===== config.mk =====
export PLATFORM = sky130hd
export DESIGN_NAME = ui_cmd_top
export DESIGN_NICKNAME = d
export VERILOG_FILES = /design/src/rtl/ui_cmd_pkg.sv /design/src/rtl/ui_stage_if.sv /design/src/rtl/ui_cmd_issue.sv /design/src/rtl/ui_cmd_pipe.sv /design/src/rtl/ui_cmd_top.sv
export SDC_FILE = /design/constraint.sdc
export NUM_CORES = 1
export LEC_CHECK = 0
export BUFFER_PORTS_ARGS = -buffer_cell sky130_fd_sc_hd__buf_2
export CORE_UTILIZATION = 50
export CTS_BUF_LIST = sky130_fd_sc_hd__clkbuf_2 sky130_fd_sc_hd__clkbuf_4 sky130_fd_sc_hd__clkbuf_8
export DETAILED_ROUTE_END_ITERATION = 16
export GPL_TIMING_DRIVEN = 0
export MAX_ROUTING_LAYER = met4
export PLACE_DENSITY_LB_ADDON = 0.3
export SYNTH_ARGS = -nofsm -noshare
export SYNTH_HDL_FRONTEND = slang
export SYNTH_SLANG_ARGS = --single-unit

===== constraint.sdc =====
create_clock -name clk -period 2.5 [get_ports clk]
set_input_delay 0.5 -clock clk [delete_from_list [all_inputs] [get_ports clk]]
set_output_delay 0.5 -clock clk [all_outputs]
set_load 0.005 [all_outputs]

===== src/rtl/ui_cmd_pkg.sv =====
// Command port package: field widths, field positions, order constants, command codes, address union
`default_nettype none

package ui_cmd_pkg;

  // ************************************************************************
  // Field widths
  // ************************************************************************
  localparam int ADDR_WIDTH          = 29;
  localparam int COL_WIDTH           = 10;
  localparam int ROW_WIDTH           = 14;
  localparam int BANK_WIDTH          = 2;
  localparam int GROUP_WIDTH         = 2;
  localparam int RANK_WIDTH          = 1;
  localparam int CMD_WIDTH           = 3;
  localparam int DATA_BUF_ADDR_WIDTH = 5;

  // Values of ADDR_ORDER
  localparam int ORDER_BANK_ROW_COLUMN = 0;
  localparam int ORDER_ROW_BANK_COLUMN = 1;

  // Low two command bits
  localparam logic [1:0] CMD_WR       = 2'b00;
  localparam logic [1:0] CMD_RD       = 2'b01;
  localparam logic [1:0] CMD_WR_BYTES = 2'b11;

  // ************************************************************************
  // Address word, decoded in either order
  // ************************************************************************
  typedef struct packed {
    logic [RANK_WIDTH-1:0]  rank;
    logic [GROUP_WIDTH-1:0] group;
    logic [BANK_WIDTH-1:0]  bank;
    logic [ROW_WIDTH-1:0]   row;
    logic [COL_WIDTH-1:0]   col;
  } ui_addr_brc_t;

  typedef struct packed {
    logic [RANK_WIDTH-1:0]  rank;
    logic [ROW_WIDTH-1:0]   row;
    logic [GROUP_WIDTH-1:0] group;
    logic [BANK_WIDTH-1:0]  bank;
    logic [COL_WIDTH-1:0]   col;
  } ui_addr_rbc_t;

  typedef union packed {
    ui_addr_brc_t brc;
    ui_addr_rbc_t rbc;
  } ui_addr_u;

endpackage

`default_nettype wire


===== src/rtl/ui_stage_if.sv =====
// Interface between pipeline and issue stage: ready, presented request, stage-2 status
`timescale 1ns/1ns
`default_nettype none

interface ui_stage_if import ui_cmd_pkg::*; (
  input logic clk
);

  // Registered app_rdy
  logic                 rdy;

  // Look-ahead request, stage 1 or stage 2
  ui_addr_u             pres_addr;
  logic [CMD_WIDTH-1:0] pres_cmd;
  logic                 pres_sz;
  logic                 pres_hi_pri;
  logic                 pres_autoprecharge;

  // Request about to be consumed
  logic                 s2_valid;
  logic [CMD_WIDTH-1:0] s2_cmd;

  modport pipe (
    output rdy, pres_addr, pres_cmd, pres_sz, pres_hi_pri, pres_autoprecharge,
    output s2_valid, s2_cmd
  );

  modport issue (
    input clk,
    input rdy, pres_addr, pres_cmd, pres_sz, pres_hi_pri, pres_autoprecharge,
    input s2_valid, s2_cmd
  );

endinterface

`default_nettype wire


===== src/rtl/ui_cmd_issue.sv =====
// Issue stage: address decode, use_addr, read/write acceptance, data-buffer address select
`timescale 1ns/1ns
`default_nettype none

module ui_cmd_issue import ui_cmd_pkg::*; #(
  parameter int ADDR_ORDER = ORDER_BANK_ROW_COLUMN
) (
  ui_stage_if.issue                      stg,
  input  logic [DATA_BUF_ADDR_WIDTH-1:0] wr_data_buf_addr,
  input  logic [DATA_BUF_ADDR_WIDTH-1:0] rd_data_buf_addr_r,
  output logic                           use_addr,
  output logic [RANK_WIDTH-1:0]          rank,
  output logic [GROUP_WIDTH-1:0]         group,
  output logic [BANK_WIDTH-1:0]          bank,
  output logic [ROW_WIDTH-1:0]           row,
  output logic [COL_WIDTH-1:0]           col,
  output logic                           size,
  output logic [CMD_WIDTH-1:0]           cmd,
  output logic                           hi_priority,
  output logic                           autoprecharge,
  output logic                           rd_accepted,
  output logic                           wr_accepted,
  output logic [DATA_BUF_ADDR_WIDTH-1:0] data_buf_addr
);

  logic s2_rd;
  logic s2_wr;
  logic s2_wr_bytes;
  logic s2_write;

  // ************************************************************************
  // Address decode of the presented request
  // ************************************************************************
  always_comb begin
    if (ADDR_ORDER == ORDER_ROW_BANK_COLUMN) begin
      rank  = stg.pres_addr.rbc.rank;
      group = stg.pres_addr.rbc.group;
      bank  = stg.pres_addr.rbc.bank;
      row   = stg.pres_addr.rbc.row;
      col   = stg.pres_addr.rbc.col;
    end else begin
      // Bank-row-column, also the fallback for unknown orders
      rank  = stg.pres_addr.brc.rank;
      group = stg.pres_addr.brc.group;
      bank  = stg.pres_addr.brc.bank;
      row   = stg.pres_addr.brc.row;
      col   = stg.pres_addr.brc.col;
    end
  end

  assign size          = stg.pres_sz;
  assign cmd           = stg.pres_cmd;
  assign hi_priority   = stg.pres_hi_pri;
  assign autoprecharge = stg.pres_autoprecharge;

  // ************************************************************************
  // Consumption of the stage-2 request
  // ************************************************************************
  assign use_addr = stg.s2_valid & stg.rdy;

  // Classification on the low command bits
  assign s2_rd       = stg.s2_cmd[1:0] == CMD_RD;
  assign s2_wr       = stg.s2_cmd[1:0] == CMD_WR;
  assign s2_wr_bytes = stg.s2_cmd[1:0] == CMD_WR_BYTES;
  assign s2_write    = s2_wr | s2_wr_bytes;

  assign rd_accepted = use_addr & s2_rd;
  assign wr_accepted = use_addr & s2_write;

  // Writes point at the write buffer, everything else at the read buffer
  assign data_buf_addr = s2_write ? wr_data_buf_addr : rd_data_buf_addr_r;

  // ************************************************************************
  // Assertions
  // ************************************************************************
  a_rd_wr_onehot: assert property (
    @(posedge stg.clk)
    !(rd_accepted && wr_accepted)
  );

  // Consumption only while the pipeline is advancing
  a_use_needs_rdy: assert property (
    @(posedge stg.clk)
    use_addr |-> stg.rdy
  );

endmodule

`default_nettype wire


===== src/rtl/ui_cmd_pipe.sv =====
// Ready register, two-stage request pipeline, look-ahead select and busy flag
`timescale 1ns/1ns
`default_nettype none

module ui_cmd_pipe import ui_cmd_pkg::*; (
  input  logic                 clk,
  input  logic                 rst,
  input  ui_addr_u             app_addr,
  input  logic [CMD_WIDTH-1:0] app_cmd,
  input  logic                 app_sz,
  input  logic                 app_hi_pri,
  input  logic                 app_autoprecharge,
  input  logic                 app_en,
  input  logic                 accept_ns,
  input  logic                 rd_buf_full,
  input  logic                 wr_req_16,
  input  logic                 mc_block_req,
  output logic                 app_rdy,
  output logic                 ui_busy,
  ui_stage_if.pipe             stg
);

  logic                 app_rdy_ns;
  logic                 app_req;

  // Stage 1
  logic                 s1_valid;
  ui_addr_u             s1_addr;
  logic [CMD_WIDTH-1:0] s1_cmd;
  logic                 s1_sz;
  logic                 s1_hi_pri;
  logic                 s1_autoprecharge;

  // Stage 2
  logic                 s2_valid;
  ui_addr_u             s2_addr;
  logic [CMD_WIDTH-1:0] s2_cmd;
  logic                 s2_sz;
  logic                 s2_hi_pri;
  logic                 s2_autoprecharge;

  // ************************************************************************
  // Ready register
  // ************************************************************************
  assign app_rdy_ns = accept_ns & ~rd_buf_full & ~wr_req_16 & ~mc_block_req;

  // A request arriving from the user side, taken only if app_rdy is high
  assign app_req = app_en & ~mc_block_req;

  always_ff @(posedge clk) begin
    if (rst) begin
      app_rdy <= 1'b0;
    end else begin
      app_rdy <= app_rdy_ns;
    end
  end

  // ************************************************************************
  // Request pipeline, advances only while app_rdy is high
  // ************************************************************************
  always_ff @(posedge clk) begin
    if (rst) begin
      s1_valid <= 1'b0;
      s2_valid <= 1'b0;
    end else if (app_rdy) begin
      s1_valid <= app_req;
      s2_valid <= s1_valid;
    end
  end

  always_ff @(posedge clk) begin
    if (app_rdy) begin
      s1_addr          <= app_addr;
      s1_cmd           <= app_cmd;
      s1_sz            <= app_sz;
      s1_hi_pri        <= app_hi_pri;
      s1_autoprecharge <= app_autoprecharge;
      s2_addr          <= s1_addr;
      s2_cmd           <= s1_cmd;
      s2_sz            <= s1_sz;
      s2_hi_pri        <= s1_hi_pri;
      s2_autoprecharge <= s1_autoprecharge;
    end
  end

  // Look-ahead: with app_rdy high stage 1 moves to stage 2 on this edge
  assign stg.rdy                = app_rdy;
  assign stg.pres_addr          = app_rdy ? s1_addr : s2_addr;
  assign stg.pres_cmd           = app_rdy ? s1_cmd : s2_cmd;
  assign stg.pres_sz            = app_rdy ? s1_sz : s2_sz;
  assign stg.pres_hi_pri        = app_rdy ? s1_hi_pri : s2_hi_pri;
  assign stg.pres_autoprecharge = app_rdy ? s1_autoprecharge : s2_autoprecharge;
  assign stg.s2_valid           = s2_valid;
  assign stg.s2_cmd             = s2_cmd;

  // Pending or arriving work
  assign ui_busy = app_req | s1_valid | s2_valid;

  // ************************************************************************
  // Assertions
  // ************************************************************************
  // A block request must close the user side on the next cycle
  a_block_drops_rdy: assert property (
    @(posedge clk) disable iff (rst)
    mc_block_req |=> !app_rdy
  );

  // Stage 2 is only ever filled from a valid stage 1
  a_s2_from_s1: assert property (
    @(posedge clk) disable iff (rst)
    (app_rdy && !s1_valid) |=> !s2_valid
  );

endmodule

`default_nettype wire


===== src/rtl/ui_cmd_top.sv =====
// Command port top level: plain ports, stage interface, pipeline and issue stage
`timescale 1ns/1ns
`default_nettype none

module ui_cmd_top import ui_cmd_pkg::*; #(
  parameter int ADDR_ORDER = ORDER_BANK_ROW_COLUMN
) (
  input  logic                           clk,
  input  logic                           rst,
  // User side
  input  logic [ADDR_WIDTH-1:0]          app_addr,
  input  logic [CMD_WIDTH-1:0]           app_cmd,
  input  logic                           app_sz,
  input  logic                           app_hi_pri,
  input  logic                           app_autoprecharge,
  input  logic                           app_en,
  output logic                           app_rdy,
  // Controller status
  input  logic                           accept_ns,
  input  logic                           rd_buf_full,
  input  logic                           wr_req_16,
  input  logic                           mc_block_req,
  input  logic [DATA_BUF_ADDR_WIDTH-1:0] wr_data_buf_addr,
  input  logic [DATA_BUF_ADDR_WIDTH-1:0] rd_data_buf_addr_r,
  // Request to the controller
  output logic                           use_addr,
  output logic [RANK_WIDTH-1:0]          rank,
  output logic [GROUP_WIDTH-1:0]         group,
  output logic [BANK_WIDTH-1:0]          bank,
  output logic [ROW_WIDTH-1:0]           row,
  output logic [COL_WIDTH-1:0]           col,
  output logic                           size,
  output logic [CMD_WIDTH-1:0]           cmd,
  output logic                           hi_priority,
  output logic                           autoprecharge,
  output logic                           rd_accepted,
  output logic                           wr_accepted,
  output logic [DATA_BUF_ADDR_WIDTH-1:0] data_buf_addr,
  output logic                           ui_busy
);

  ui_stage_if stg (.clk(clk));

  ui_cmd_pipe u_pipe (
    .clk               (clk),
    .rst               (rst),
    .app_addr          (app_addr),
    .app_cmd           (app_cmd),
    .app_sz            (app_sz),
    .app_hi_pri        (app_hi_pri),
    .app_autoprecharge (app_autoprecharge),
    .app_en            (app_en),
    .accept_ns         (accept_ns),
    .rd_buf_full       (rd_buf_full),
    .wr_req_16         (wr_req_16),
    .mc_block_req      (mc_block_req),
    .app_rdy           (app_rdy),
    .ui_busy           (ui_busy),
    .stg               (stg.pipe)
  );

  ui_cmd_issue #(
    .ADDR_ORDER (ADDR_ORDER)
  ) u_issue (
    .stg                (stg.issue),
    .wr_data_buf_addr   (wr_data_buf_addr),
    .rd_data_buf_addr_r (rd_data_buf_addr_r),
    .use_addr           (use_addr),
    .rank               (rank),
    .group              (group),
    .bank               (bank),
    .row                (row),
    .col                (col),
    .size               (size),
    .cmd                (cmd),
    .hi_priority        (hi_priority),
    .autoprecharge      (autoprecharge),
    .rd_accepted        (rd_accepted),
    .wr_accepted        (wr_accepted),
    .data_buf_addr      (data_buf_addr)
  );

endmodule

`default_nettype wire


==> Word level (Yosys, flattened, before mapping) <==
Index checks and enable logic that the tools add are counted.
{ "word_totals": {"regBits": 73} }
{ "op_classes": {"eq_ne": 2, "mux": 6, "bitwise": 13, "n_reduce_logical": 1} }
{ "op_table": {"columns": ["cell", "n"], "rows": [
  ["$mux W29", 1],
  ["$and A1 B1 Y1", 7],
  ["$mux W5", 1],
  ["$mux W1", 3],
  ["$mux W3", 1],
  ["$not A1 Y1", 3],
  ["$or A1 B1 Y1", 3],
  ["$eq A2 B1 Y1 const B", 1],
  ["$eq A2 B2 Y1 const B", 1],
  ["$logic_not A2 Y1", 1]
]} }

==> Logic depth before layout (Yosys ltp) <==
{ "depth": {"depth_word": 4, "ltp_mapped": 4} }

==> Cells and area by module <==
From an unflattened synthesis, not the netlist that was laid out.
{ "unflattened": {"cells_unflattened": 168, "area_unflattened_um2": 2740.1} }
{ "by_module_without_submodules": {"columns": ["mod", "instances", "cells_each", "area_each_um2", "seq_area_each_um2"], "rows": [
  ["ui_cmd_pipe", 1, 123, 2384.8, 1811.7],
  ["ui_cmd_issue", 1, 45, 355.3, 0.0]
]} }

==> Least setup slack after synthesis <==
OpenSTA, ideal clock, no wires.
{ "synth_path": {"kind": "flip-flop to output port", "from": "register u_pipe.app_rdy", "to": "output port bank[0]", "arrival_time_ns": 1.799, "path_slack_ns": 0.201, "path_stages_with_launch": 4, "cell_sequence": "dfxtp_1 -> buf_6 -> buf_12 -> mux2_4"} }
{ "synth_between": {"elab_chain_cells": 1} }
{ "synth_lines": {"columns": ["element", "line", "text"], "rows": [
  ["from (decl)", "ui_cmd_pipe.sv:18", "output logic app_rdy,"],
  ["from (signal assigned)", "ui_cmd_pipe.sv:54", "app_rdy <= app_rdy_ns;"],
  ["$mux W29", "ui_cmd_pipe.sv:88", "assign stg.pres_addr = app_rdy ? s1_addr : s2_addr;"],
  ["to (decl)", "ui_cmd_top.sv:29", "output logic [BANK_WIDTH-1:0] bank,"]
]} }
Every way passes these cells.

==> Final worst setup path <==
{ "layout_path": {"from": "register u_pipe.app_rdy", "to": "output port row[11]"} }
{ "layout_between": {"elab_chain_cells": 1} }
{ "layout_lines": {"columns": ["element", "line", "text"], "rows": [
  ["$mux W29", "ui_cmd_pipe.sv:88", null],
  ["to (decl)", "ui_cmd_top.sv:30", "output logic [ROW_WIDTH-1:0] row,"]
]} }
Every way passes these cells.

==> results.cfg <==
[status]
outcome = complete, no violations

[timing]
fmax_mhz = 430
maxSlewViolCount = 0
fin_crit_ns = 2.32
fin_hold_ws_ns = 0.318
finalHoldViolations = 0
timing.final.ws_setup_ns = 0.175
skew_ns = 0.00711
tightest_slew_ns = 0.497
relSlewSlack_pct = 66.8
grt_setup_unrepaired = no
setup_viol = 0
fin_crit_sh_pct = 93.0

[cells_and_area]
layout_common_cells = buf_2 (96), dfxtp_1 (37), edfxtp_1 (35), mux2_4 (33), clkbuf_8 (9)
layout-drive-gt1-share_pct = 62.6
final_common_cell = buf_2
fin_nets = 294
fill_cells = 352
multi_input_area_sq_um = 657
antenna_cells = 0
regArea_sq_mm = 0.00182
areaGrowthSynthToFinish_pct = 29.4

[job]
cap_viol_max_count = 0

[power]
p_clk_share_pct = 31.1
vdd_drop_max_v = 0.000548
combPwrFrac_pct = 16.5
cell_internal_pwr_mw = 2.14
pwr-share-seq_pct = 52.3
p_switching_mw = 0.566
power_density_mw_per_mm2 = 818
switching_share_pct = 20.9
p_leak_nw = 1.46

[routing]
detail-route-antenna-nets = 0
drc = 0
totalWireLength_um = 4230
dr.pass1.iters = 4
drt_iter0_drc = 30
vias = 1434
viasPerCell = 4.58
wire_per_inst_um = 13.5

[worst_hold_path]
hold_class = input pin to register

[clock_network]
cts_hold_buffers = 0
cts_tree = yes
clkLatencyLatePin_ns = 0.32
cts.sinks = 73
ctsHtreeMaxLevel = 3
clk_pin_slew_ns = 0.07
clockBufferDepth = 2
cts_buffers = 9
root_buffer = clkbuf_8

[synth]
yosysSeqAreaShare_pct = 70.8
synth_area_sq_mm = 0.00256
synth_cell_types = 18
ys_ff_latch = 73
synth_cells = 134
synth.avg_cell_area_sq_um = 19.1
ys_warn_count = 0
syn_nets = 187

[die]
die_w_um = 73.5
die_y_um = 73.5
num_rows = 25
dieArea_sq_mm = 0.00541
start_util_pct = 53.1
ioPinCount = 97
core_area_sq_mm = 0.00482

[critical_path]
cp-start-kind = register
arrival_ns = 1.82
crit_fanout = 37
crit_type = register to output pin
critPathTopFamily = flip-flops
cpPeakStageDelay_ns = 0.67
critPathSlowestCell = dfxtp_4
crit_required_ns = 2.00
cp.buffers_inverters = 3
crit_chain = buf_6 -> buf_12 -> mux2_4 -> buf_2
endpoint_kind = output pin

[global_routing]
antenna_found_initial = 0
grt_max_degree = 38
grt_pass1_wl_um = 6470
gr-usage-all-layers_pct = 17.4
grt_pass1_vias = 1417
gr-total-overflow = 0

[placed_design]
io_buffers = 96
hpwl_um = 2960
place_ws_ns = 0.219
place_congestion = 0.766
[area by class of cell]
type,instances,share of cell area [%]
multi-input combinational,54,19.8
clock buffer,11,4.19
timing repair buffer,96,14.5
buffer,5,2.49
inverter,2,0.227
clock inverter,5,1.40
sequential,73,54.8
tap,67,2.53
[through the flow]
step | instance area (sq um) | total power [mW] | util [%] | instances | setup TNS (ns)
floorplan | 2560 | 1.69 | - | 134 | 0
global placement | 3120 | 1.88 | 64.8 | 297 | -11.67
detailed placement | 3120 | 1.90 | 64.9 | 297 | 0
CTS | 3310 | 2.76 | 68.8 | 313 | 0
global route | 3310 | 2.86 | 68.8 | 313 | 0
finish | 3310 | 2.71 | 68.8 | 313 | 0
[what timing repair did]
item	in CTS	in global routing
gates resized for setup	1	0
setup buffers	0	0
endpoints found under the setup margin	34	0
[routing by layer]
layer / global-route usage (%) / share of wire (%) / wire [um] / up-vias
li1: - / - / - / 699
met1: 18.2 / 40 / 1680 / 660
met2: 28.6 / 52 / 2210 / 70
met3: 6.72 / 6.9 / 291 / 5
met4: 8.33 / 1.1 / 46 / 0
met5: - / 0 / 0 / -
[synthesized netlist by cell type]
cell type  instances  area, sq um
nor4_1             1         6.26
mux2_4            33          495
nor2_1             2         7.51
edfxtp_1          35         1050
a21oi_1            1         5.00
nand3b_1           1         7.51
ha_1               1         12.5
and3_1             2         12.5
o21ai_0            2         10.0
nand2b_1           2         12.5
dfxtp_1           38          761
mux2i_1            1         10.0
nand2_1            1         3.75
and2_1             1         6.26
mux2_2             6         67.6
inv_1              2         7.51
buf_12             3         60.1
buf_6              2         22.5
[path summary, 6_finish.rpt]
| kind | start | end | slack (ns) | cells past startpoint |
|---|---|---|---|---|
| setup / recovery | u_pipe.app_rdy$_SDFF_PP0_ | row[11] | 0.18 | 4 |
| hold / removal | wr_req_16 | u_pipe.app_rdy$_SDFF_PP0_ | 0.32 | 2 |
| setup reg to reg | u_pipe.app_rdy$_SDFF_PP0_ | u_pipe.s2_addr[21]$_DFF_P_ | 1.01 | 3 |
| hold reg to reg | u_pipe.s2_addr[5]$_DFF_P_ | u_pipe.s2_addr[5]$_DFF_P_ | 0.47 | 1 |
[logic make-up (layout without fill, tap and decap cells)]
group,count (synthesis),after routing,synth area share (%)
AO/OA/AOI/OAI,3,3,0.587
AND/OR/NAND/NOR,10,10,2.20
adder cells (fa/ha/maj),1,1,0.489
multiplexers,40,40,22.4
buffers and inverters,7,119,3.52
flip-flops,73,73,70.8
[power groups by stage]
stage          Combinational [mW]  Clock [mW]  Sequential, mW
2_1_floorplan               0.264           0            1.43
3_3_place_gp                0.441           0            1.44
3_5_place_dp                0.452           0            1.44
4_1_cts                     0.455       0.883            1.42
5_1_grt                     0.493       0.937            1.43
6_report                    0.448       0.843            1.42
[state kept, by name (all words and copies together) (netlist names)]
signal / count
u_pipe.s1_cmd: 3
u_pipe.s1_hi_pri: 1
u_pipe.stg.s2_cmd: 3
u_pipe.s2_addr: 29
u_pipe.s2_hi_pri: 1
u_pipe.s1_addr: 29
u_pipe.s2_autoprecharge: 1
u_pipe.stg.s2_valid: 1
u_pipe.s1_autoprecharge: 1
u_pipe.s1_valid: 1
u_pipe.app_rdy: 1
u_pipe.s1_sz: 1
u_pipe.s2_sz: 1
(Power assumes the default switching activity.)
